$ cat src/mips_pkg.sv
package mips_pkg;

	typedef logic [31:0] word_t;     // data, address or instruction word
	typedef logic [4:0]  reg_addr_t; // register index

	typedef enum logic [5:0]
	{
		OP_RTYPE = 6'd0,
		OP_BEQ   = 6'd4,
		OP_ADDI  = 6'd8,
		OP_LW    = 6'd35,
		OP_SW    = 6'd43
	} opcode_t;

	typedef enum logic [5:0]
	{
		FN_ADD = 6'd32,
		FN_SUB = 6'd34,
		FN_AND = 6'd36,
		FN_OR  = 6'd37,
		FN_SLT = 6'd42
	} funct_t;

	typedef enum logic [2:0]
	{
		ALU_ADD,
		ALU_SUB,
		ALU_AND,
		ALU_OR,
		ALU_SLT
	} alu_op_t;

	typedef enum logic [1:0]
	{
		FWD_REG, // operand from ID/EX
		FWD_MEM, // alu result in memory stage
		FWD_WB   // writeback data
	} fwd_sel_t;

	typedef struct packed
	{
		opcode_t   opcode;
		reg_addr_t rs;
		reg_addr_t rt;
		reg_addr_t rd;
		logic [4:0] shamt;
		funct_t    funct;
	} r_fields_t;

	typedef struct packed
	{
		opcode_t     opcode;
		reg_addr_t   rs;
		reg_addr_t   rt;
		logic [15:0] imm;
	} i_fields_t;

	// one fetched word, seen as R-type or I-type
	typedef union packed
	{
		r_fields_t r;
		i_fields_t i;
	} instr_t;

endpackage

$ cat src/fetch_stage.sv
`timescale 1ns/1ps
module fetch_stage import mips_pkg::*;
#(
	parameter word_t RESET_PC = '0
)
(
	input  logic   clk,
	input  logic   rst_n,
	input  logic   stall,
	input  logic   flush,
	input  word_t  branch_target,
	input  word_t  imem_data,
	output word_t  pc,
	output instr_t if_instr,
	output word_t  if_pc_next
);

	word_t pc_plus_one;

	assign pc_plus_one = pc + 32'd1; // word addressed

	always_ff @(posedge clk)
	begin
		if (!rst_n)
			pc <= RESET_PC;
		else if (flush)
			pc <= branch_target; // taken beq from execute
		else if (!stall)
			pc <= pc_plus_one;
	end

	// IF/ID register, all-zero word decodes as a bubble
	always_ff @(posedge clk)
	begin
		if (!rst_n || flush)
		begin
			if_instr   <= '0;
			if_pc_next <= '0;
		end
		else if (!stall)
		begin
			if_instr   <= imem_data;
			if_pc_next <= pc_plus_one;
		end
	end

	assert property (@(posedge clk) disable iff (!rst_n) stall |=> $stable(pc));
	assert property (@(posedge clk) disable iff (!rst_n) !(stall && flush));
	// a load-use bubble never needs a second cycle
	assert property (@(posedge clk) disable iff (!rst_n) stall |=> !stall);

endmodule

$ cat src/reg_file.sv
`timescale 1ns/1ps
module reg_file import mips_pkg::*;
(
	input  logic      clk,
	input  logic      rst_n,
	input  reg_addr_t rs_addr,
	input  reg_addr_t rt_addr,
	output word_t     rs_data,
	output word_t     rt_data,
	input  logic      we,
	input  reg_addr_t wr_addr,
	input  word_t     wr_data
);

	word_t regs [0:31];

	always_ff @(posedge clk)
	begin
		if (!rst_n)
		begin
			for (int i = 0; i < 32; i++)
				regs[i] <= '0;
		end
		else if (we && wr_addr != '0)
			regs[wr_addr] <= wr_data; // r0 stays zero
	end

	// writeback value bypasses the array in the same cycle
	assign rs_data = (rs_addr == '0) ? '0 :
		(we && wr_addr == rs_addr) ? wr_data : regs[rs_addr];
	assign rt_data = (rt_addr == '0) ? '0 :
		(we && wr_addr == rt_addr) ? wr_data : regs[rt_addr];

	assert property (@(posedge clk) rs_addr == '0 |-> rs_data == '0);

endmodule

$ cat src/decode_stage.sv
`timescale 1ns/1ps
module decode_stage import mips_pkg::*;
(
	input  logic      clk,
	input  logic      rst_n,
	input  instr_t    if_instr,
	input  word_t     if_pc_next,
	input  logic      stall,
	input  logic      flush,
	input  logic      wb_reg_write,
	input  reg_addr_t wb_dst,
	input  word_t     wb_data,
	output reg_addr_t id_rs,
	output reg_addr_t id_rt,
	output word_t     ex_rd1,
	output word_t     ex_rd2,
	output word_t     ex_imm,
	output word_t     ex_pc_next,
	output reg_addr_t ex_rs,
	output reg_addr_t ex_rt,
	output reg_addr_t ex_dst,
	output alu_op_t   ex_alu_op,
	output logic      ex_alu_src,
	output logic      ex_reg_write,
	output logic      ex_mem_read,
	output logic      ex_mem_write,
	output logic      ex_mem_to_reg,
	output logic      ex_branch
);

	word_t     rd1;
	word_t     rd2;
	word_t     imm_ext;
	reg_addr_t dst;
	alu_op_t   alu_op;
	logic      alu_src;
	logic      reg_write;
	logic      mem_read;
	logic      mem_write;
	logic      mem_to_reg;
	logic      branch;
	logic      use_rd;

	assign id_rs = if_instr.i.rs;
	assign id_rt = if_instr.i.rt;

	reg_file reg_file_i (
		.clk     (clk),
		.rst_n   (rst_n),
		.rs_addr (id_rs),
		.rt_addr (id_rt),
		.rs_data (rd1),
		.rt_data (rd2),
		.we      (wb_reg_write),
		.wr_addr (wb_dst),
		.wr_data (wb_data)
	);

	// main control and alu decode in one place
	always_comb
	begin
		alu_op     = ALU_ADD;
		alu_src    = 1'b0;
		reg_write  = 1'b0;
		mem_read   = 1'b0;
		mem_write  = 1'b0;
		mem_to_reg = 1'b0;
		branch     = 1'b0;
		use_rd     = 1'b0;
		case (if_instr.r.opcode)
			OP_RTYPE:
			begin
				use_rd    = 1'b1;
				reg_write = 1'b1;
				case (if_instr.r.funct)
					FN_ADD: alu_op = ALU_ADD;
					FN_SUB: alu_op = ALU_SUB;
					FN_AND: alu_op = ALU_AND;
					FN_OR:  alu_op = ALU_OR;
					FN_SLT: alu_op = ALU_SLT;
					default: reg_write = 1'b0; // unknown funct, bubble
				endcase
			end
			OP_ADDI:
			begin
				alu_src   = 1'b1;
				reg_write = 1'b1;
			end
			OP_LW:
			begin
				alu_src    = 1'b1;
				reg_write  = 1'b1;
				mem_read   = 1'b1;
				mem_to_reg = 1'b1;
			end
			OP_SW:
			begin
				alu_src   = 1'b1;
				mem_write = 1'b1;
			end
			OP_BEQ:
			begin
				alu_op = ALU_SUB;
				branch = 1'b1; // compared in execute
			end
			default: ;
		endcase
	end

	assign imm_ext = {{16{if_instr.i.imm[15]}}, if_instr.i.imm};
	assign dst     = use_rd ? if_instr.r.rd : if_instr.i.rt;

	// ID/EX control, bubble on stall or flush
	always_ff @(posedge clk)
	begin
		if (!rst_n || stall || flush)
		begin
			ex_alu_op     <= ALU_ADD;
			ex_alu_src    <= 1'b0;
			ex_reg_write  <= 1'b0;
			ex_mem_read   <= 1'b0;
			ex_mem_write  <= 1'b0;
			ex_mem_to_reg <= 1'b0;
			ex_branch     <= 1'b0;
		end
		else
		begin
			ex_alu_op     <= alu_op;
			ex_alu_src    <= alu_src;
			ex_reg_write  <= reg_write;
			ex_mem_read   <= mem_read;
			ex_mem_write  <= mem_write;
			ex_mem_to_reg <= mem_to_reg;
			ex_branch     <= branch;
		end
	end

	// ID/EX payload
	always_ff @(posedge clk)
	begin
		ex_rd1     <= rd1;
		ex_rd2     <= rd2;
		ex_imm     <= imm_ext;
		ex_pc_next <= if_pc_next;
		ex_rs      <= id_rs;
		ex_rt      <= id_rt;
		ex_dst     <= dst;
	end

endmodule

$ cat src/hazard_unit.sv
`timescale 1ns/1ps
module hazard_unit import mips_pkg::*;
(
	input  reg_addr_t id_rs,
	input  reg_addr_t id_rt,
	input  logic      ex_mem_read,
	input  reg_addr_t ex_dst,
	input  reg_addr_t ex_rs,
	input  reg_addr_t ex_rt,
	input  logic      mem_reg_write,
	input  reg_addr_t mem_dst,
	input  logic      wb_reg_write,
	input  reg_addr_t wb_dst,
	input  logic      branch_taken,
	output logic      stall,
	output logic      flush,
	output fwd_sel_t  fwd_a,
	output fwd_sel_t  fwd_b
);

	logic load_use;

	// memory stage is younger, so it wins over writeback
	function automatic fwd_sel_t fwd_for(reg_addr_t src);
		if (mem_reg_write && mem_dst != '0 && mem_dst == src)
			return FWD_MEM;
		else if (wb_reg_write && wb_dst != '0 && wb_dst == src)
			return FWD_WB;
		else
			return FWD_REG;
	endfunction

	assign load_use = ex_mem_read && ex_dst != '0 &&
		(ex_dst == id_rs || ex_dst == id_rt);

	assign stall = load_use && !branch_taken; // flush wins
	assign flush = branch_taken;

	always_comb
	begin
		fwd_a = fwd_for(ex_rs);
		fwd_b = fwd_for(ex_rt);
	end

endmodule

$ cat src/execute_stage.sv
`timescale 1ns/1ps
module execute_stage import mips_pkg::*;
(
	input  logic      clk,
	input  logic      rst_n,
	input  word_t     ex_rd1,
	input  word_t     ex_rd2,
	input  word_t     ex_imm,
	input  word_t     ex_pc_next,
	input  reg_addr_t ex_dst,
	input  alu_op_t   ex_alu_op,
	input  logic      ex_alu_src,
	input  logic      ex_reg_write,
	input  logic      ex_mem_read,
	input  logic      ex_mem_write,
	input  logic      ex_mem_to_reg,
	input  logic      ex_branch,
	input  fwd_sel_t  fwd_a,
	input  fwd_sel_t  fwd_b,
	input  word_t     wb_data,
	output logic      branch_taken,
	output word_t     branch_target,
	output word_t     mem_alu_result,
	output word_t     mem_store_data,
	output reg_addr_t mem_dst,
	output logic      mem_reg_write,
	output logic      mem_mem_read,
	output logic      mem_mem_write,
	output logic      mem_mem_to_reg
);

	word_t op_a;
	word_t fwd_rt;
	word_t op_b;
	word_t alu_result;

	function automatic word_t fwd_mux(fwd_sel_t sel, word_t reg_val, word_t mem_val,
		word_t wb_val);
		case (sel)
			FWD_MEM: return mem_val;
			FWD_WB:  return wb_val;
			default: return reg_val;
		endcase
	endfunction

	assign op_a   = fwd_mux(fwd_a, ex_rd1, mem_alu_result, wb_data);
	assign fwd_rt = fwd_mux(fwd_b, ex_rd2, mem_alu_result, wb_data);
	assign op_b   = ex_alu_src ? ex_imm : fwd_rt; // addi, lw, sw

	always_comb
	begin
		case (ex_alu_op)
			ALU_ADD: alu_result = op_a + op_b;
			ALU_SUB: alu_result = op_a - op_b;
			ALU_AND: alu_result = op_a & op_b;
			ALU_OR:  alu_result = op_a | op_b;
			ALU_SLT: alu_result = ($signed(op_a) < $signed(op_b)) ? 32'd1 : 32'd0;
			default: alu_result = op_a + op_b;
		endcase
	end

	assign branch_taken  = ex_branch && (op_a == fwd_rt);
	assign branch_target = ex_pc_next + ex_imm; // relative to pc+1

	// EX/MEM control
	always_ff @(posedge clk)
	begin
		if (!rst_n)
		begin
			mem_reg_write  <= 1'b0;
			mem_mem_read   <= 1'b0;
			mem_mem_write  <= 1'b0;
			mem_mem_to_reg <= 1'b0;
		end
		else
		begin
			mem_reg_write  <= ex_reg_write;
			mem_mem_read   <= ex_mem_read;
			mem_mem_write  <= ex_mem_write;
			mem_mem_to_reg <= ex_mem_to_reg;
		end
	end

	// EX/MEM payload
	always_ff @(posedge clk)
	begin
		mem_alu_result <= alu_result;
		mem_store_data <= fwd_rt; // forwarded rt for sw
		mem_dst        <= ex_dst;
	end

endmodule

$ cat src/mem_wb_stage.sv
`timescale 1ns/1ps
module mem_wb_stage import mips_pkg::*;
(
	input  logic      clk,
	input  logic      rst_n,
	input  word_t     mem_alu_result,
	input  logic      mem_reg_write,
	input  logic      mem_mem_to_reg,
	input  reg_addr_t mem_dst,
	input  word_t     dmem_rdata,
	output logic      wb_reg_write,
	output reg_addr_t wb_dst,
	output word_t     wb_data
);

	logic  wb_mem_to_reg;
	word_t wb_alu_result;
	word_t wb_load_data;

	always_ff @(posedge clk)
	begin
		if (!rst_n)
		begin
			wb_reg_write  <= 1'b0;
			wb_mem_to_reg <= 1'b0;
		end
		else
		begin
			wb_reg_write  <= mem_reg_write;
			wb_mem_to_reg <= mem_mem_to_reg;
		end
	end

	always_ff @(posedge clk)
	begin
		wb_alu_result <= mem_alu_result;
		wb_load_data  <= dmem_rdata; // memory answers in the same cycle
		wb_dst        <= mem_dst;
	end

	assign wb_data = wb_mem_to_reg ? wb_load_data : wb_alu_result;

endmodule

$ cat src/mips_core.sv
`timescale 1ns/1ps
module mips_core import mips_pkg::*;
#(
	parameter word_t RESET_PC = '0
)
(
	input  logic  clk,
	input  logic  rst_n,
	output word_t imem_addr,
	input  word_t imem_data,
	output word_t dmem_addr,
	output word_t dmem_wdata,
	output logic  dmem_we,
	output logic  dmem_re,
	input  word_t dmem_rdata
);

	logic      stall;
	logic      flush;
	instr_t    if_instr;
	word_t     if_pc_next;
	reg_addr_t id_rs;
	reg_addr_t id_rt;
	word_t     ex_rd1;
	word_t     ex_rd2;
	word_t     ex_imm;
	word_t     ex_pc_next;
	reg_addr_t ex_rs;
	reg_addr_t ex_rt;
	reg_addr_t ex_dst;
	alu_op_t   ex_alu_op;
	logic      ex_alu_src;
	logic      ex_reg_write;
	logic      ex_mem_read;
	logic      ex_mem_write;
	logic      ex_mem_to_reg;
	logic      ex_branch;
	fwd_sel_t  fwd_a;
	fwd_sel_t  fwd_b;
	logic      branch_taken;
	word_t     branch_target;
	word_t     mem_alu_result;
	word_t     mem_store_data;
	reg_addr_t mem_dst;
	logic      mem_reg_write;
	logic      mem_mem_read;
	logic      mem_mem_write;
	logic      mem_mem_to_reg;
	logic      wb_reg_write;
	reg_addr_t wb_dst;
	word_t     wb_data;

	// data memory port driven from EX/MEM
	assign dmem_addr  = mem_alu_result;
	assign dmem_wdata = mem_store_data;
	assign dmem_we    = mem_mem_write;
	assign dmem_re    = mem_mem_read;

	fetch_stage #(.RESET_PC(RESET_PC)) fetch_stage_i (
		.clk           (clk),
		.rst_n         (rst_n),
		.stall         (stall),
		.flush         (flush),
		.branch_target (branch_target),
		.imem_data     (imem_data),
		.pc            (imem_addr),
		.if_instr      (if_instr),
		.if_pc_next    (if_pc_next)
	);

	decode_stage decode_stage_i (
		.clk           (clk),
		.rst_n         (rst_n),
		.if_instr      (if_instr),
		.if_pc_next    (if_pc_next),
		.stall         (stall),
		.flush         (flush),
		.wb_reg_write  (wb_reg_write),
		.wb_dst        (wb_dst),
		.wb_data       (wb_data),
		.id_rs         (id_rs),
		.id_rt         (id_rt),
		.ex_rd1        (ex_rd1),
		.ex_rd2        (ex_rd2),
		.ex_imm        (ex_imm),
		.ex_pc_next    (ex_pc_next),
		.ex_rs         (ex_rs),
		.ex_rt         (ex_rt),
		.ex_dst        (ex_dst),
		.ex_alu_op     (ex_alu_op),
		.ex_alu_src    (ex_alu_src),
		.ex_reg_write  (ex_reg_write),
		.ex_mem_read   (ex_mem_read),
		.ex_mem_write  (ex_mem_write),
		.ex_mem_to_reg (ex_mem_to_reg),
		.ex_branch     (ex_branch)
	);

	hazard_unit hazard_unit_i (
		.id_rs         (id_rs),
		.id_rt         (id_rt),
		.ex_mem_read   (ex_mem_read),
		.ex_dst        (ex_dst),
		.ex_rs         (ex_rs),
		.ex_rt         (ex_rt),
		.mem_reg_write (mem_reg_write),
		.mem_dst       (mem_dst),
		.wb_reg_write  (wb_reg_write),
		.wb_dst        (wb_dst),
		.branch_taken  (branch_taken),
		.stall         (stall),
		.flush         (flush),
		.fwd_a         (fwd_a),
		.fwd_b         (fwd_b)
	);

	execute_stage execute_stage_i (
		.clk            (clk),
		.rst_n          (rst_n),
		.ex_rd1         (ex_rd1),
		.ex_rd2         (ex_rd2),
		.ex_imm         (ex_imm),
		.ex_pc_next     (ex_pc_next),
		.ex_dst         (ex_dst),
		.ex_alu_op      (ex_alu_op),
		.ex_alu_src     (ex_alu_src),
		.ex_reg_write   (ex_reg_write),
		.ex_mem_read    (ex_mem_read),
		.ex_mem_write   (ex_mem_write),
		.ex_mem_to_reg  (ex_mem_to_reg),
		.ex_branch      (ex_branch),
		.fwd_a          (fwd_a),
		.fwd_b          (fwd_b),
		.wb_data        (wb_data),
		.branch_taken   (branch_taken),
		.branch_target  (branch_target),
		.mem_alu_result (mem_alu_result),
		.mem_store_data (mem_store_data),
		.mem_dst        (mem_dst),
		.mem_reg_write  (mem_reg_write),
		.mem_mem_read   (mem_mem_read),
		.mem_mem_write  (mem_mem_write),
		.mem_mem_to_reg (mem_mem_to_reg)
	);

	mem_wb_stage mem_wb_stage_i (
		.clk            (clk),
		.rst_n          (rst_n),
		.mem_alu_result (mem_alu_result),
		.mem_reg_write  (mem_reg_write),
		.mem_mem_to_reg (mem_mem_to_reg),
		.mem_dst        (mem_dst),
		.dmem_rdata     (dmem_rdata),
		.wb_reg_write   (wb_reg_write),
		.wb_dst         (wb_dst),
		.wb_data        (wb_data)
	);

endmodule

$ cat config.mk
export PLATFORM = sky130hd
export DESIGN_NAME = mips_core
export DESIGN_NICKNAME = d
export VERILOG_FILES = /design/src/mips_pkg.sv /design/src/fetch_stage.sv /design/src/reg_file.sv /design/src/decode_stage.sv /design/src/hazard_unit.sv /design/src/execute_stage.sv /design/src/mem_wb_stage.sv /design/src/mips_core.sv
export SDC_FILE = /design/constraint.sdc
export NUM_CORES = 2
export LEC_CHECK = 0
export BUFFER_PORTS_ARGS = -buffer_cell sky130_fd_sc_hd__buf_2
export CORE_UTILIZATION = 33
export DETAILED_ROUTE_END_ITERATION = 8
export PLACE_DENSITY = 0.51
export SLEW_MARGIN = 20
export SYNTH_ARGS = -nofsm -noshare
export SYNTH_HDL_FRONTEND = slang
export SYNTH_SLANG_ARGS = --single-unit
$ cat constraint.sdc
create_clock -name clk -period 11.7 [get_ports clk]
set_clock_uncertainty 0.2 [all_clocks]
set_input_delay 1.17 -clock clk [delete_from_list [all_inputs] [get_ports clk]]
set_output_delay 1.17 -clock clk [all_outputs]
set_load 0.01 [all_outputs]
==> results.json <==
{
  "status": "finished clean",
  "gp_congestion": 0.8947,
  "ys_ff_latch": 1408,
  "synth_top_area_cell": "edfxtp_1",
  "clk_latency_ns": 0.85,
  "critPathTopFamily": "compound AO/OA/AOI/OAI gates",
  "synth_ff_type": "edfxtp_1",
  "maxCapViolCount": 0,
  "yosysUniqueCellTypes": 87,
  "finalPower_mw": 13.75,
  "clockBufferDepth": 3,
  "crit_slowest_cell": "dfxtp_1",
  "clock_sinks": 1408,
  "powerDensity_nw_per_um2": 167.5,
  "p_seq_share_pct": 43.5,
  "cts-root-buf": "clkbuf_16",
  "timing.final.ws_setup_ns": 4.554,
  "power.leakage_nw": 29.21,
  "yosysSeqAreaShare_pct": 53.01,
  "grt_pass1_vias": 49260,
  "synth_area_um2": 72510,
  "cts_tree": "built",
  "final_area_um2": 82070,
  "synth_edf_count": 1024,
  "grt_max_degree": 125,
  "min_period_ns": 7.146,
  "regMostFlops": "decode_stage_i.reg_file_i.regs",
  "crit_top_cell": "o21ai_0",
  "worstHoldStart": "fetch_stage_i.if_pc_next[2]",
  "hold_buffers": 0,
  "clockPowerShare_pct": 36.7,
  "place_hpwl_um": 157800,
  "antenna_left": 0,
  "drc": 0,
  "post_cts_buffers": 0,
  "htreeDepth": 4,
  "holdWs_ns": 0.1437,
  "layoutNonFillerInstCount": 8642,
  "cp-end-kind": "flip-flop",
  "worstSetupStartpointType": "flip-flop",
  "final_util_pct": 37.68,
  "drtIter0Drc": 5767,
  "post_cts_resized": 0,
  "hp-class": "flip-flop to flip-flop",
  "ff2ff_path_depth": 20,
  "clkSlewWorstSetupHoldPaths_ns": 0.06,
  "largest_reg_flops": 1024,
  "fmax_mhz": 139.9,
  "port-buffer-count": 163,
  "setup.worst_path.class": "flip-flop to flip-flop",
  "routedWlPerCell_um": 30.55,
  "netlist_instances": 5676,
  "tightest_slew_ns": 1.178,
  "min_path_cells": 0,
  "avgSynthCellArea_um2": 12.77,
  "switching_share_pct": 31.23,
  "dp_cells": 8342,
  "final_nets": 5852,
  "dieArea_um2": 221600,
  "hold_end": "decode_stage_i.ex_pc_next[2]",
  "fp.dieW_um": 470.8,
  "critPathArrivalTime_ns": 7.60,
  "setup_viol": 0,
  "cp_num_buf_inv": 1,
  "pre_cts_slack_ns": 4.431,
  "cp.required_ns": 12.16,
  "critPathMaxStageDelay_ns": 0.67,
  "p_switching_mw": 4.292,
  "routed_wl_um": 264000,
  "fp.coreArea_um2": 217800,
  "grt_usage_pct": 23.44,
  "comb_power_share_pct": 19.7,
  "antenna_found_initial": 12,
  "async_reset_ff_share_pct": 0,
  "dr.pass1.iters": 5,
  "setup_tns_ns": 0,
  "slew_violations": 0,
  "r2r_end": "execute_stage_i.mem_alu_result[31]",
  "r2r_slack_ns": 4.55,
  "rsz0062_at_grt": "false",
  "r2r-start": "mem_wb_stage_i.wb_dst[1]",
  "die_h_um": 470.8,
  "vdd_drop_max_mv": 0.1480,
  "min_period_over_period_pct": 61.08,
  "final_hold_viol_count": 0,
  "gr-total-overflow": 0,
  "place_area_um2": 76730,
  "synth_top_area_share_pct": 42.41,
  "areaGrowthSynthToFinish_pct": 13.18,
  "p_int_mw": 9.453,
  "synth_warnings": 0,
  "synth.top_cells.by_area": "edfxtp_1 42%, mux4_2 20%, dfxtp_1 11%, nor2_1 6.4%, ha_1 2.2%",
  "ioPinCount": 164,
  "worst-path-max-fanout": 33,
  "std_cell_rows": 171,
  "vias": 50390,
  "vias_per_cell": 5.831,
  "slew_headroom_pct": 21.27,
  "final_common_cell": "nor2_1",
  "initial_core_util_pct": 33.29,
  "grt_first_pass_wirelength_um": 373300,
  "worstPathCellList": "nor2_1 -> a211oi_4 -> buf_4 -> and2_4 -> o21ai_1 -> o21ai_0 -> nor2_1 -> a21oi_1 -> ha_1 -> a21oi_1 -> nand4b_1 -> a31oi_1 -> o211ai_1 -> a2111oi_0 -> o21ai_0 -> o21ai_0 -> o221ai_1 -> a211o_1 -> mux2i_1 -> o21ai_0",
  "layout-drive-gt1-share_pct": 23.29,
  "most-common-layout-cells": "1240 x nor2_1, 1024 x edfxtp_1, 640 x mux4_2",
  "numCtsBuffers": 159
}
## cells in the mapped netlist, types with 20 or more instances
library cell	count
clkbuf_1	412
o221ai_1	25
o21ai_0	159
o21a_1	30
a211oi_1	180
dfxtp_1	384
a221oi_1	30
nor2_1	1242
xnor2_1	77
xor2_1	93
ha_1	128
nand3_1	86
mux4_2	640
nor2b_1	76
buf_1	56
a21oi_1	142
o21ai_1	44
and3_1	29
nand2_1	228
inv_1	121
o22ai_1	24
nor3_1	26
buf_2	20
mux2i_1	77
a21o_1	29
edfxtp_1	1024
mux2_2	21
## area by class of cell
type | instances | area (um2)
clock inverters | 67 | 706.9
clock buffers | 223 | 4463
inverters | 121 | 455.4
diodes | 4 | 10.01
well taps | 2854 | 3571
fillers | 20630 | 135700
multi-input cells | 3669 | 32400
repair buffers | 296 | 1977
flip-flops and latches | 1408 | 38480
## per-layer routing
layer  wire length [um]  vias to the layer above  global-route usage (%)
li1                   -                    21270                       -
met2             124100                     2541                   37.78
met5                 63                        -                       0
met4               9946                        8                   8.823
met1             106000                    26090                   30.98
met3              23960                      486                   4.811
## cell families (layout without fill, tap and decap cells)
family,Yosys count,after routing,share of synthesized area (%)
xor gates and xnor gates,170,170,2.053
adders and majority gates,131,131,2.292
AOI/OAI and AO/OA,813,813,7.649
other,1,36,0.005172
and+or+nand+nor,1785,1785,10.28
muxes,738,738,21.27
buffers and inverters,630,707,3.446
DFF,1408,1408,53.01
## power by group through the flow
stage | combinational [mW] | clock, mW | sequential [mW]
CTS | 2.61 | 5.12 | 5.98
detailed placement | 2.61 | 0 | 6.08
floorplan | 1.60 | 0 | 5.90
global placement | 2.59 | 0 | 6.07
finish | 2.71 | 5.05 | 5.98
global route | 2.84 | 5.30 | 6.01
## how the worst max path moves through the flow
stage / start / end / slack [ns] / depth (start not counted)
after floorplan: execute_stage_i.mem_dst[0] / execute_stage_i.mem_alu_result[31] / 6.65 / 21
after CTS: mem_wb_stage_i.wb_mem_to_reg / execute_stage_i.mem_alu_result[31] / 4.39 / 17
after global routing: mem_wb_stage_i.wb_dst[1] / execute_stage_i.mem_alu_result[31] / 3.95 / 20
after global placement: mem_wb_stage_i.wb_mem_to_reg / execute_stage_i.mem_alu_result[31] / 4.49 / 18
after detailed placement: mem_wb_stage_i.wb_mem_to_reg / execute_stage_i.mem_alu_result[31] / 4.43 / 17
final: mem_wb_stage_i.wb_dst[1] / execute_stage_i.mem_alu_result[31] / 4.55 / 20
No activity file was read; power rests on OpenSTA's default activity.
